$ cat config.mk
export PLATFORM = sky130hd
export DESIGN_NAME = fetch_frontend
export DESIGN_NICKNAME = d
export VERILOG_FILES = /design/src/logic/mem_bus_pkg.sv /design/src/logic/fetch_pkg.sv /design/src/logic/icache_mem.sv /design/src/logic/icache_ctrl.sv /design/src/logic/fetch_pc.sv /design/src/logic/fetch_frontend.sv
export SDC_FILE = /design/constraint.sdc
export NUM_CORES = 2
export LEC_CHECK = 0
export BUFFER_PORTS_ARGS = -buffer_cell sky130_fd_sc_hd__buf_2
export CORE_UTILIZATION = 54
export DETAILED_ROUTE_END_ITERATION = 6
export GPL_TIMING_DRIVEN = 0
export HOLD_SLACK_MARGIN = 0.12
export PLACE_DENSITY_LB_ADDON = 0.05
export SLEW_MARGIN = 10
export SYNTH_ARGS = -nofsm -noshare
export SYNTH_HDL_FRONTEND = slang
export SYNTH_SLANG_ARGS = --single-unit
$ cat constraint.sdc
create_clock -name clock -period 10.14 [get_ports clock]
set_input_delay 1.014 -clock clock [delete_from_list [all_inputs] [get_ports clock]]
set_output_delay 1.014 -clock clock [all_outputs]
set_load 0.01 [all_outputs]
$ cat src/logic/mem_bus_pkg.sv
// memory bus definitions
// command encoding and the widths of tag, address and line data
// shared by the fetch front end and the memory side

package mem_bus_pkg;

  // bus command, two bits on the wire
  typedef enum logic [1:0] {
    BUS_NONE  = 2'h0,
    BUS_LOAD  = 2'h1,
    BUS_STORE = 2'h2
  } bus_cmd_t;

  localparam int mem_tag_bits  = 4;
  localparam int addr_bits     = 64;
  localparam int line_bits     = 64;

  // zero tag means no transaction
  typedef logic [mem_tag_bits-1:0] mem_tag_t;

  // byte address
  typedef logic [addr_bits-1:0] addr_t;

  // one memory word is one cache line
  typedef logic [line_bits-1:0] line_data_t;

endpackage

$ cat src/logic/fetch_pkg.sv
// fetch definitions
// instruction cache geometry, address field positions,
// instruction width and the miss controller states

package fetch_pkg;

  ////////////////////////////////
  // cache geometry
  ////////////////////////////////
  localparam int icache_lines   = 32;
  localparam int offset_bits    = 3;            // 8 bytes per line
  localparam int index_bits     = 5;            // addr[7:3]
  localparam int cache_tag_bits = 8;            // addr[15:8], program below 64 KiB
  localparam int index_lsb      = offset_bits;
  localparam int tag_lsb        = offset_bits + index_bits;

  localparam int inst_bits      = 32;
  localparam int inst_bytes     = inst_bits / 8;

  typedef logic [index_bits-1:0]     index_t;
  typedef logic [cache_tag_bits-1:0] cache_tag_t;
  typedef logic [inst_bits-1:0]      inst_t;

  // miss state machine
  typedef enum logic [1:0] {
    IDLE      = 2'h0,
    REQUEST   = 2'h1,
    WAIT_DATA = 2'h2
  } icache_state_t;

endpackage

$ cat src/logic/icache_mem.sv
// instruction cache arrays
// direct mapped data, tag and valid storage
// combinational lookup on the fetch address, whole line write on fill

`timescale 1ns/1ps

module icache_mem (
  input  logic                   clock,
  input  logic                   reset,
  input  mem_bus_pkg::addr_t     fetch_addr,
  input  logic                   fill_en,
  input  fetch_pkg::index_t      fill_index,
  input  fetch_pkg::cache_tag_t  fill_tag,
  input  mem_bus_pkg::line_data_t fill_data,
  output mem_bus_pkg::line_data_t line_out,
  output logic                   hit
);

  import mem_bus_pkg::*;
  import fetch_pkg::*;

  line_data_t             data_mem [icache_lines];
  cache_tag_t             tag_mem  [icache_lines];
  logic [icache_lines-1:0] valid;

  index_t     rd_index;
  cache_tag_t rd_tag;

  ////////////////////////////////
  // lookup
  ////////////////////////////////
  assign rd_index = fetch_addr[index_lsb +: index_bits];
  assign rd_tag   = fetch_addr[tag_lsb +: cache_tag_bits];

  assign line_out = data_mem[rd_index];
  assign hit      = valid[rd_index] && (tag_mem[rd_index] == rd_tag);

  ////////////////////////////////
  // fill
  ////////////////////////////////
  always_ff @(posedge clock) begin
    if (fill_en) begin
      data_mem[fill_index] <= fill_data;
      tag_mem[fill_index]  <= fill_tag;
    end
  end

  // valid bits come up clear
  always_ff @(posedge clock) begin
    if (reset) begin
      valid <= '0;
    end else if (fill_en) begin
      valid[fill_index] <= 1'b1;
    end
  end

endmodule

$ cat src/logic/icache_ctrl.sv
// instruction cache miss controller
// one outstanding load at a time on the tagged memory bus
// holds the request until accepted, then waits for the matching
// reply tag and writes the returned line into the cache

`timescale 1ns/1ps

module icache_ctrl (
  input  logic                  clock,
  input  logic                  reset,
  input  mem_bus_pkg::addr_t    fetch_addr,
  input  logic                  hit,
  input  mem_bus_pkg::mem_tag_t mem2proc_response,
  input  mem_bus_pkg::mem_tag_t mem2proc_tag,
  output mem_bus_pkg::bus_cmd_t proc2mem_command,
  output mem_bus_pkg::addr_t    proc2mem_addr,
  output logic                  fill_en,
  output fetch_pkg::index_t     fill_index,
  output fetch_pkg::cache_tag_t fill_tag
);

  import mem_bus_pkg::*;
  import fetch_pkg::*;

  icache_state_t state;
  icache_state_t next_state;

  addr_t    miss_addr;        // line aligned and fixed once the request starts
  mem_tag_t pending_tag;      // tag handed back on acceptance

  logic start_miss;
  logic accepted;
  logic reply_match;

  ////////////////////////////////
  // events
  ////////////////////////////////
  assign start_miss = (state == IDLE) && !hit;
  assign accepted   = (state == REQUEST) && (mem2proc_response != '0);

  // reply for our own transaction
  assign reply_match = (state == WAIT_DATA) && (mem2proc_tag == pending_tag);

  ////////////////////////////////
  // state machine
  ////////////////////////////////
  always_comb begin
    next_state = state;
    case (state)
      IDLE: begin
        if (start_miss) begin
          next_state = REQUEST;
        end
      end
      REQUEST: begin
        if (accepted) begin
          next_state = WAIT_DATA;   // rejected requests stay here
        end
      end
      WAIT_DATA: begin
        if (reply_match) begin
          next_state = IDLE;
        end
      end
      default: begin
        next_state = IDLE;
      end
    endcase
  end

  always_ff @(posedge clock) begin
    if (reset) begin
      state <= IDLE;
    end else begin
      state <= next_state;
    end
  end

  // transaction tag
  always_ff @(posedge clock) begin
    if (reset) begin
      pending_tag <= '0;
    end else if (accepted) begin
      pending_tag <= mem2proc_response;
    end
  end

  // latched miss address stays put across a redirect
  always_ff @(posedge clock) begin
    if (start_miss) begin
      miss_addr <= {fetch_addr[$bits(addr_t)-1:offset_bits], {offset_bits{1'b0}}};
    end
  end

  ////////////////////////////////
  // bus and fill outputs
  ////////////////////////////////
  assign proc2mem_command = (state == REQUEST) ? BUS_LOAD : BUS_NONE;
  assign proc2mem_addr    = (state == REQUEST) ? miss_addr : '0;

  assign fill_en    = reply_match;                        // single cycle pulse
  assign fill_index = miss_addr[index_lsb +: index_bits];
  assign fill_tag   = miss_addr[tag_lsb +: cache_tag_bits];

endmodule

$ cat src/logic/fetch_pc.sv
// fetch program counter and IF/ID register
// advances on a cache hit when the consumer takes an instruction,
// redirects on a branch, and registers the selected instruction
// together with its next PC

`timescale 1ns/1ps

module fetch_pc (
  input  logic                    clock,
  input  logic                    reset,
  input  logic                    get_next_inst,
  input  logic                    take_branch,
  input  mem_bus_pkg::addr_t      take_branch_target,
  input  mem_bus_pkg::line_data_t line_out,
  input  logic                    hit,
  output mem_bus_pkg::addr_t      fetch_addr,
  output fetch_pkg::inst_t        if_id_inst,
  output mem_bus_pkg::addr_t      if_id_npc,
  output logic                    if_id_valid
);

  import mem_bus_pkg::*;
  import fetch_pkg::*;

  addr_t pc;
  addr_t pc_plus_4;
  addr_t next_pc;
  inst_t cur_inst;
  logic  advance;

  assign pc_plus_4 = pc + addr_t'(inst_bytes);

  // branch wins over a sequential step
  assign advance = get_next_inst && hit && !take_branch;

  always_comb begin
    next_pc = pc;
    if (take_branch) begin
      next_pc = take_branch_target;
    end else if (advance) begin
      next_pc = pc_plus_4;
    end
  end

  always_ff @(posedge clock) begin
    if (reset) begin
      pc <= '0;
    end else begin
      pc <= next_pc;
    end
  end

  assign fetch_addr = pc;

  // pc bit 2 picks the half of the line
  assign cur_inst = pc[2] ? line_out[2*inst_bits-1:inst_bits] : line_out[inst_bits-1:0];

  ////////////////////////////////
  // IF/ID register
  ////////////////////////////////
  always_ff @(posedge clock) begin
    if (reset) begin
      if_id_valid <= 1'b0;
    end else begin
      if_id_valid <= advance;     // low on stall, miss or redirect
    end
  end

  always_ff @(posedge clock) begin
    if_id_inst <= cur_inst;
    if_id_npc  <= pc_plus_4;
  end

endmodule

$ cat src/logic/fetch_frontend.sv
// instruction fetch front end
// program counter, direct mapped instruction cache and its miss
// controller on a tagged memory bus, feeding the IF/ID register

`timescale 1ns/1ps

module fetch_frontend (
  input  logic                    clock,
  input  logic                    reset,
  input  logic                    get_next_inst,
  input  logic                    take_branch,
  input  mem_bus_pkg::addr_t      take_branch_target,
  input  mem_bus_pkg::mem_tag_t   mem2proc_response,
  input  mem_bus_pkg::line_data_t mem2proc_data,
  input  mem_bus_pkg::mem_tag_t   mem2proc_tag,
  output mem_bus_pkg::bus_cmd_t   proc2mem_command,
  output mem_bus_pkg::addr_t      proc2mem_addr,
  output fetch_pkg::inst_t        if_id_inst,
  output mem_bus_pkg::addr_t      if_id_npc,
  output logic                    if_id_valid
);

  import mem_bus_pkg::*;
  import fetch_pkg::*;

  addr_t      fetch_addr;
  line_data_t line_out;
  logic       hit;

  // fill path from the controller
  logic       fill_en;
  index_t     fill_index;
  cache_tag_t fill_tag;

  ////////////////////////////////
  // program counter and IF/ID
  ////////////////////////////////
  fetch_pc fetch_pc_inst (
    .clock              (clock),
    .reset              (reset),
    .get_next_inst      (get_next_inst),
    .take_branch        (take_branch),
    .take_branch_target (take_branch_target),
    .line_out           (line_out),
    .hit                (hit),
    .fetch_addr         (fetch_addr),
    .if_id_inst         (if_id_inst),
    .if_id_npc          (if_id_npc),
    .if_id_valid        (if_id_valid)
  );

  ////////////////////////////////
  // miss controller
  ////////////////////////////////
  icache_ctrl icache_ctrl_inst (
    .clock             (clock),
    .reset             (reset),
    .fetch_addr        (fetch_addr),
    .hit               (hit),
    .mem2proc_response (mem2proc_response),
    .mem2proc_tag      (mem2proc_tag),
    .proc2mem_command  (proc2mem_command),
    .proc2mem_addr     (proc2mem_addr),
    .fill_en           (fill_en),
    .fill_index        (fill_index),
    .fill_tag          (fill_tag)
  );

  // line data comes straight off the bus
  icache_mem icache_mem_inst (
    .clock      (clock),
    .reset      (reset),
    .fetch_addr (fetch_addr),
    .fill_en    (fill_en),
    .fill_index (fill_index),
    .fill_tag   (fill_tag),
    .fill_data  (mem2proc_data),
    .line_out   (line_out),
    .hit        (hit)
  );

endmodule

==> summary.txt <==
compound-cell area share of the yosys netlist: 0.0162
min-delay src: take_branch_target[61]
Fmax: 0.194 GHz
CTS Hold Buffers Added: 0
Layout area overhead: 16.9%
status: finished clean
first-pass GRT wire length: 398 mm
number of gates resized after cts: 0
Overflow after GRT: 0
arrival time worst endpoint: 5.91 ns
fillers: 12,300
top-area cell type share of the netlist area: 0.719
Worst Tran Pin Value: 1.27 ns
num rows: 156
critical path launch point type: register
Initial Utilization: 0.545
max_slew headroom: 0.155
RSZ-0062 raised after global routing: false
# IOs: 303
CTS tree: yes
H-tree depth: 5
Post-Layout Cell Count: 7,762
WL per Instance: 37.0 µm
GRT met2 Usage: 0.495
MaxCap Viol Count: 0
detailed placement HPWL: 193 mm
CTS root buf: clkbuf_16
GRT met3 Usage: 0.0500
Final nets: 5,331
post-synthesis register bit count: 2,569
Min-Delay Path Class: in2reg
layout cell share with drive strength beyond 1: 0.319
DR pass1 iterations: 6
full die area: 185,000 µm²
GRT Overall Usage: 0.313
clock sink total: 2,569
post-layout min period: 5.17 ns
I/O Buffers: 298
Worst-path clk slew: 0.06 ns
Final Hold Fails: 0
DRC errors left: 0
standby leakage power: 0.0368 µW
multiplexer share of the synthesized area: 0.172
VDD IR max: 0.000173 V
worst setup path category: reg2reg
Die X: 430 µm
drt first-iter violations: 6,777
most frequent cell after synthesis: edfxtp_1
top cells by count, synth: edfxtp_1 (2,365), mux4_2 (725), dfxtp_1 (204)
Setup violations, final: 0
M1 GR Usage: 0.450
period utilization: 0.509
Vias per Instance: 6.68
Slew Limit Fails: 0
critical path capture point type: register
Setup TNS: 0 ns
post-synthesis simple-gate area fraction: 0.0321
Syn Area/Cell: 22.2 µm²
Synth async-reset ratio: 0
Post-CTS Setup Inserts: 0
busiest grt layer: met2
area of the multi-input gates: 22,600 µm²
DR vias: 51,800
initial antenna violation count: 32
largest family of logic cells by synthesized area: multiplexers
Critical Path RT: 10.89 ns
TritonCTS Buffers: 281
largest net degree at the start of global routing: 34
Seq/Total Area, Yosys: 0.761
synth top area cells: edfxtp_1 (72%), mux4_2 (17%), dfxtp_1 (4.1%)
Unique masters post-synth: 81
clock buffer depth: 4
vias in the first global route: 51,200
post-route ant nets: 0
Layout Skew: 0.0525 ns
die span in y: 430 µm
area leader, netlist: edfxtp_1
core box area: 181,000 µm²
post-placement cell count: 7,277
Post-Synth XOR/XNOR Area: 0.00618
worst-path fanout max: 11
Post-Syn Area: 98,700 µm²
total power: 23,100 µW
GP Congestion: 0.955
Routed WL: 287 mm
adder-cell share of the synthesized area: 0.000127
Skew-Pair Late Insertion Delay: 0.94 ns
Post-synth EDFFs: 2,365
power density cells: 200 nW/µm²
Syn Inst Count: 4,449
Most used DFF post-synth: edfxtp_1
FF/Latch Area: 75,100 µm²
yosys warns: 0
hold slack final: 0.340 ns
==> placed cells by master (no fill, tap or decap), types with 16 or more instances in the layout <==
| cell | n |
|---|---|
| a2111oi_1 | 16 |
| a22oi_1 | 22 |
| a311oi_1 | 22 |
| and2_1 | 76 |
| and3_1 | 34 |
| buf_1 | 23 |
| buf_12 | 115 |
| buf_16 | 41 |
| buf_2 | 367 |
| clkbuf_1 | 191 |
| clkbuf_16 | 291 |
| clkbuf_2 | 18 |
| clkinv_1 | 52 |
| clkinv_2 | 32 |
| dfxtp_1 | 204 |
| edfxtp_1 | 2365 |
| inv_1 | 22 |
| mux2i_1 | 44 |
| mux4_2 | 725 |
| nand2_1 | 66 |
| nand3_1 | 63 |
| nand3b_1 | 17 |
| nand4_1 | 35 |
| nor2_1 | 59 |
| nor2_4 | 32 |
| nor2b_1 | 50 |
| nor3_1 | 20 |
| nor4_1 | 32 |
| o21a_1 | 20 |
| o31ai_1 | 18 |
| xnor2_1 | 43 |
| xor2_1 | 23 |
==> metrics by stage <==
stage               cell area, µm²  worst slack (ns)  utilization
global placement            103000             -1.99        0.570
CTS                         115000              4.92        0.637
detailed placement          107000              4.96        0.590
floorplan                    98700              2.62            -
finish                      115000              4.97        0.637
global route                115000              4.96        0.637
==> sequential cells by signal (all words and copies together), names as in the netlist, named ones only <==
name,count
fetch_pc_inst.if_id_valid,1
fetch_pc_inst.if_id_inst,32
fetch_pc_inst.fetch_addr,64
icache_mem_inst.tag_mem,256
icache_mem_inst.data_mem,2048
icache_mem_inst.valid,32
icache_ctrl_inst.state,2
icache_ctrl_inst.miss_addr,61
fetch_pc_inst.if_id_npc,64
icache_ctrl_inst.pending_tag,4
==> area by class of cell <==
cell class,count,share of cell area
timing repair buffer,455,0.0427
buffer,258,0.0106
sequential,2569,0.651
multi-input combinational,1602,0.196
tap,2370,0.0257
clock inverter,101,0.00643
antenna,11,0.000238
inverter,23,0.000748
clock buffer,373,0.0670
==> power breakdown <==
group	switching, µW	total [µW]	internal (µW)
combinational	1010	1660	653
sequential	131	11900	11700
clock	4000	9600	5600
==> final timing paths <==
path | slack [ns] | end | cells after the start
max | 4.97 | fetch_pc_inst.if_id_inst[2] | 10
min | 0.34 | fetch_pc_inst.fetch_addr[61] | 3
max reg2reg | 4.97 | fetch_pc_inst.if_id_inst[2] | 10
min reg2reg | 0.35 | fetch_pc_inst.if_id_npc[1] | 0
==> critical path, stage by stage, from the launching register on <==
cell,delay (ns)
dfxtp_1,0.35
buf_6,0.19
buf_12,0.17
buf_6,0.19
buf_6,0.20
buf_2,0.44
clkbuf_1,0.76
buf_1,0.99
mux4_2,0.42
mux4_2,0.59
mux4_2,0.63
==> routing by layer <==
layer / vias to the layer above / wire (µm)
met3: 546 / 23800
met2: 2721 / 138000
met4: 8 / 10600
met5: - / 55
met1: 28200 / 114000
li1: 20400 / -
==> cells by family after synthesis <==
family          after synthesis
mux                         781
buf+inv                     281
xor+xnor                     68
fa+ha+maj                     1
flops                      2569
other cells                   1
compound gates              192
simple gates                556
(Power assumes the default switching activity.)
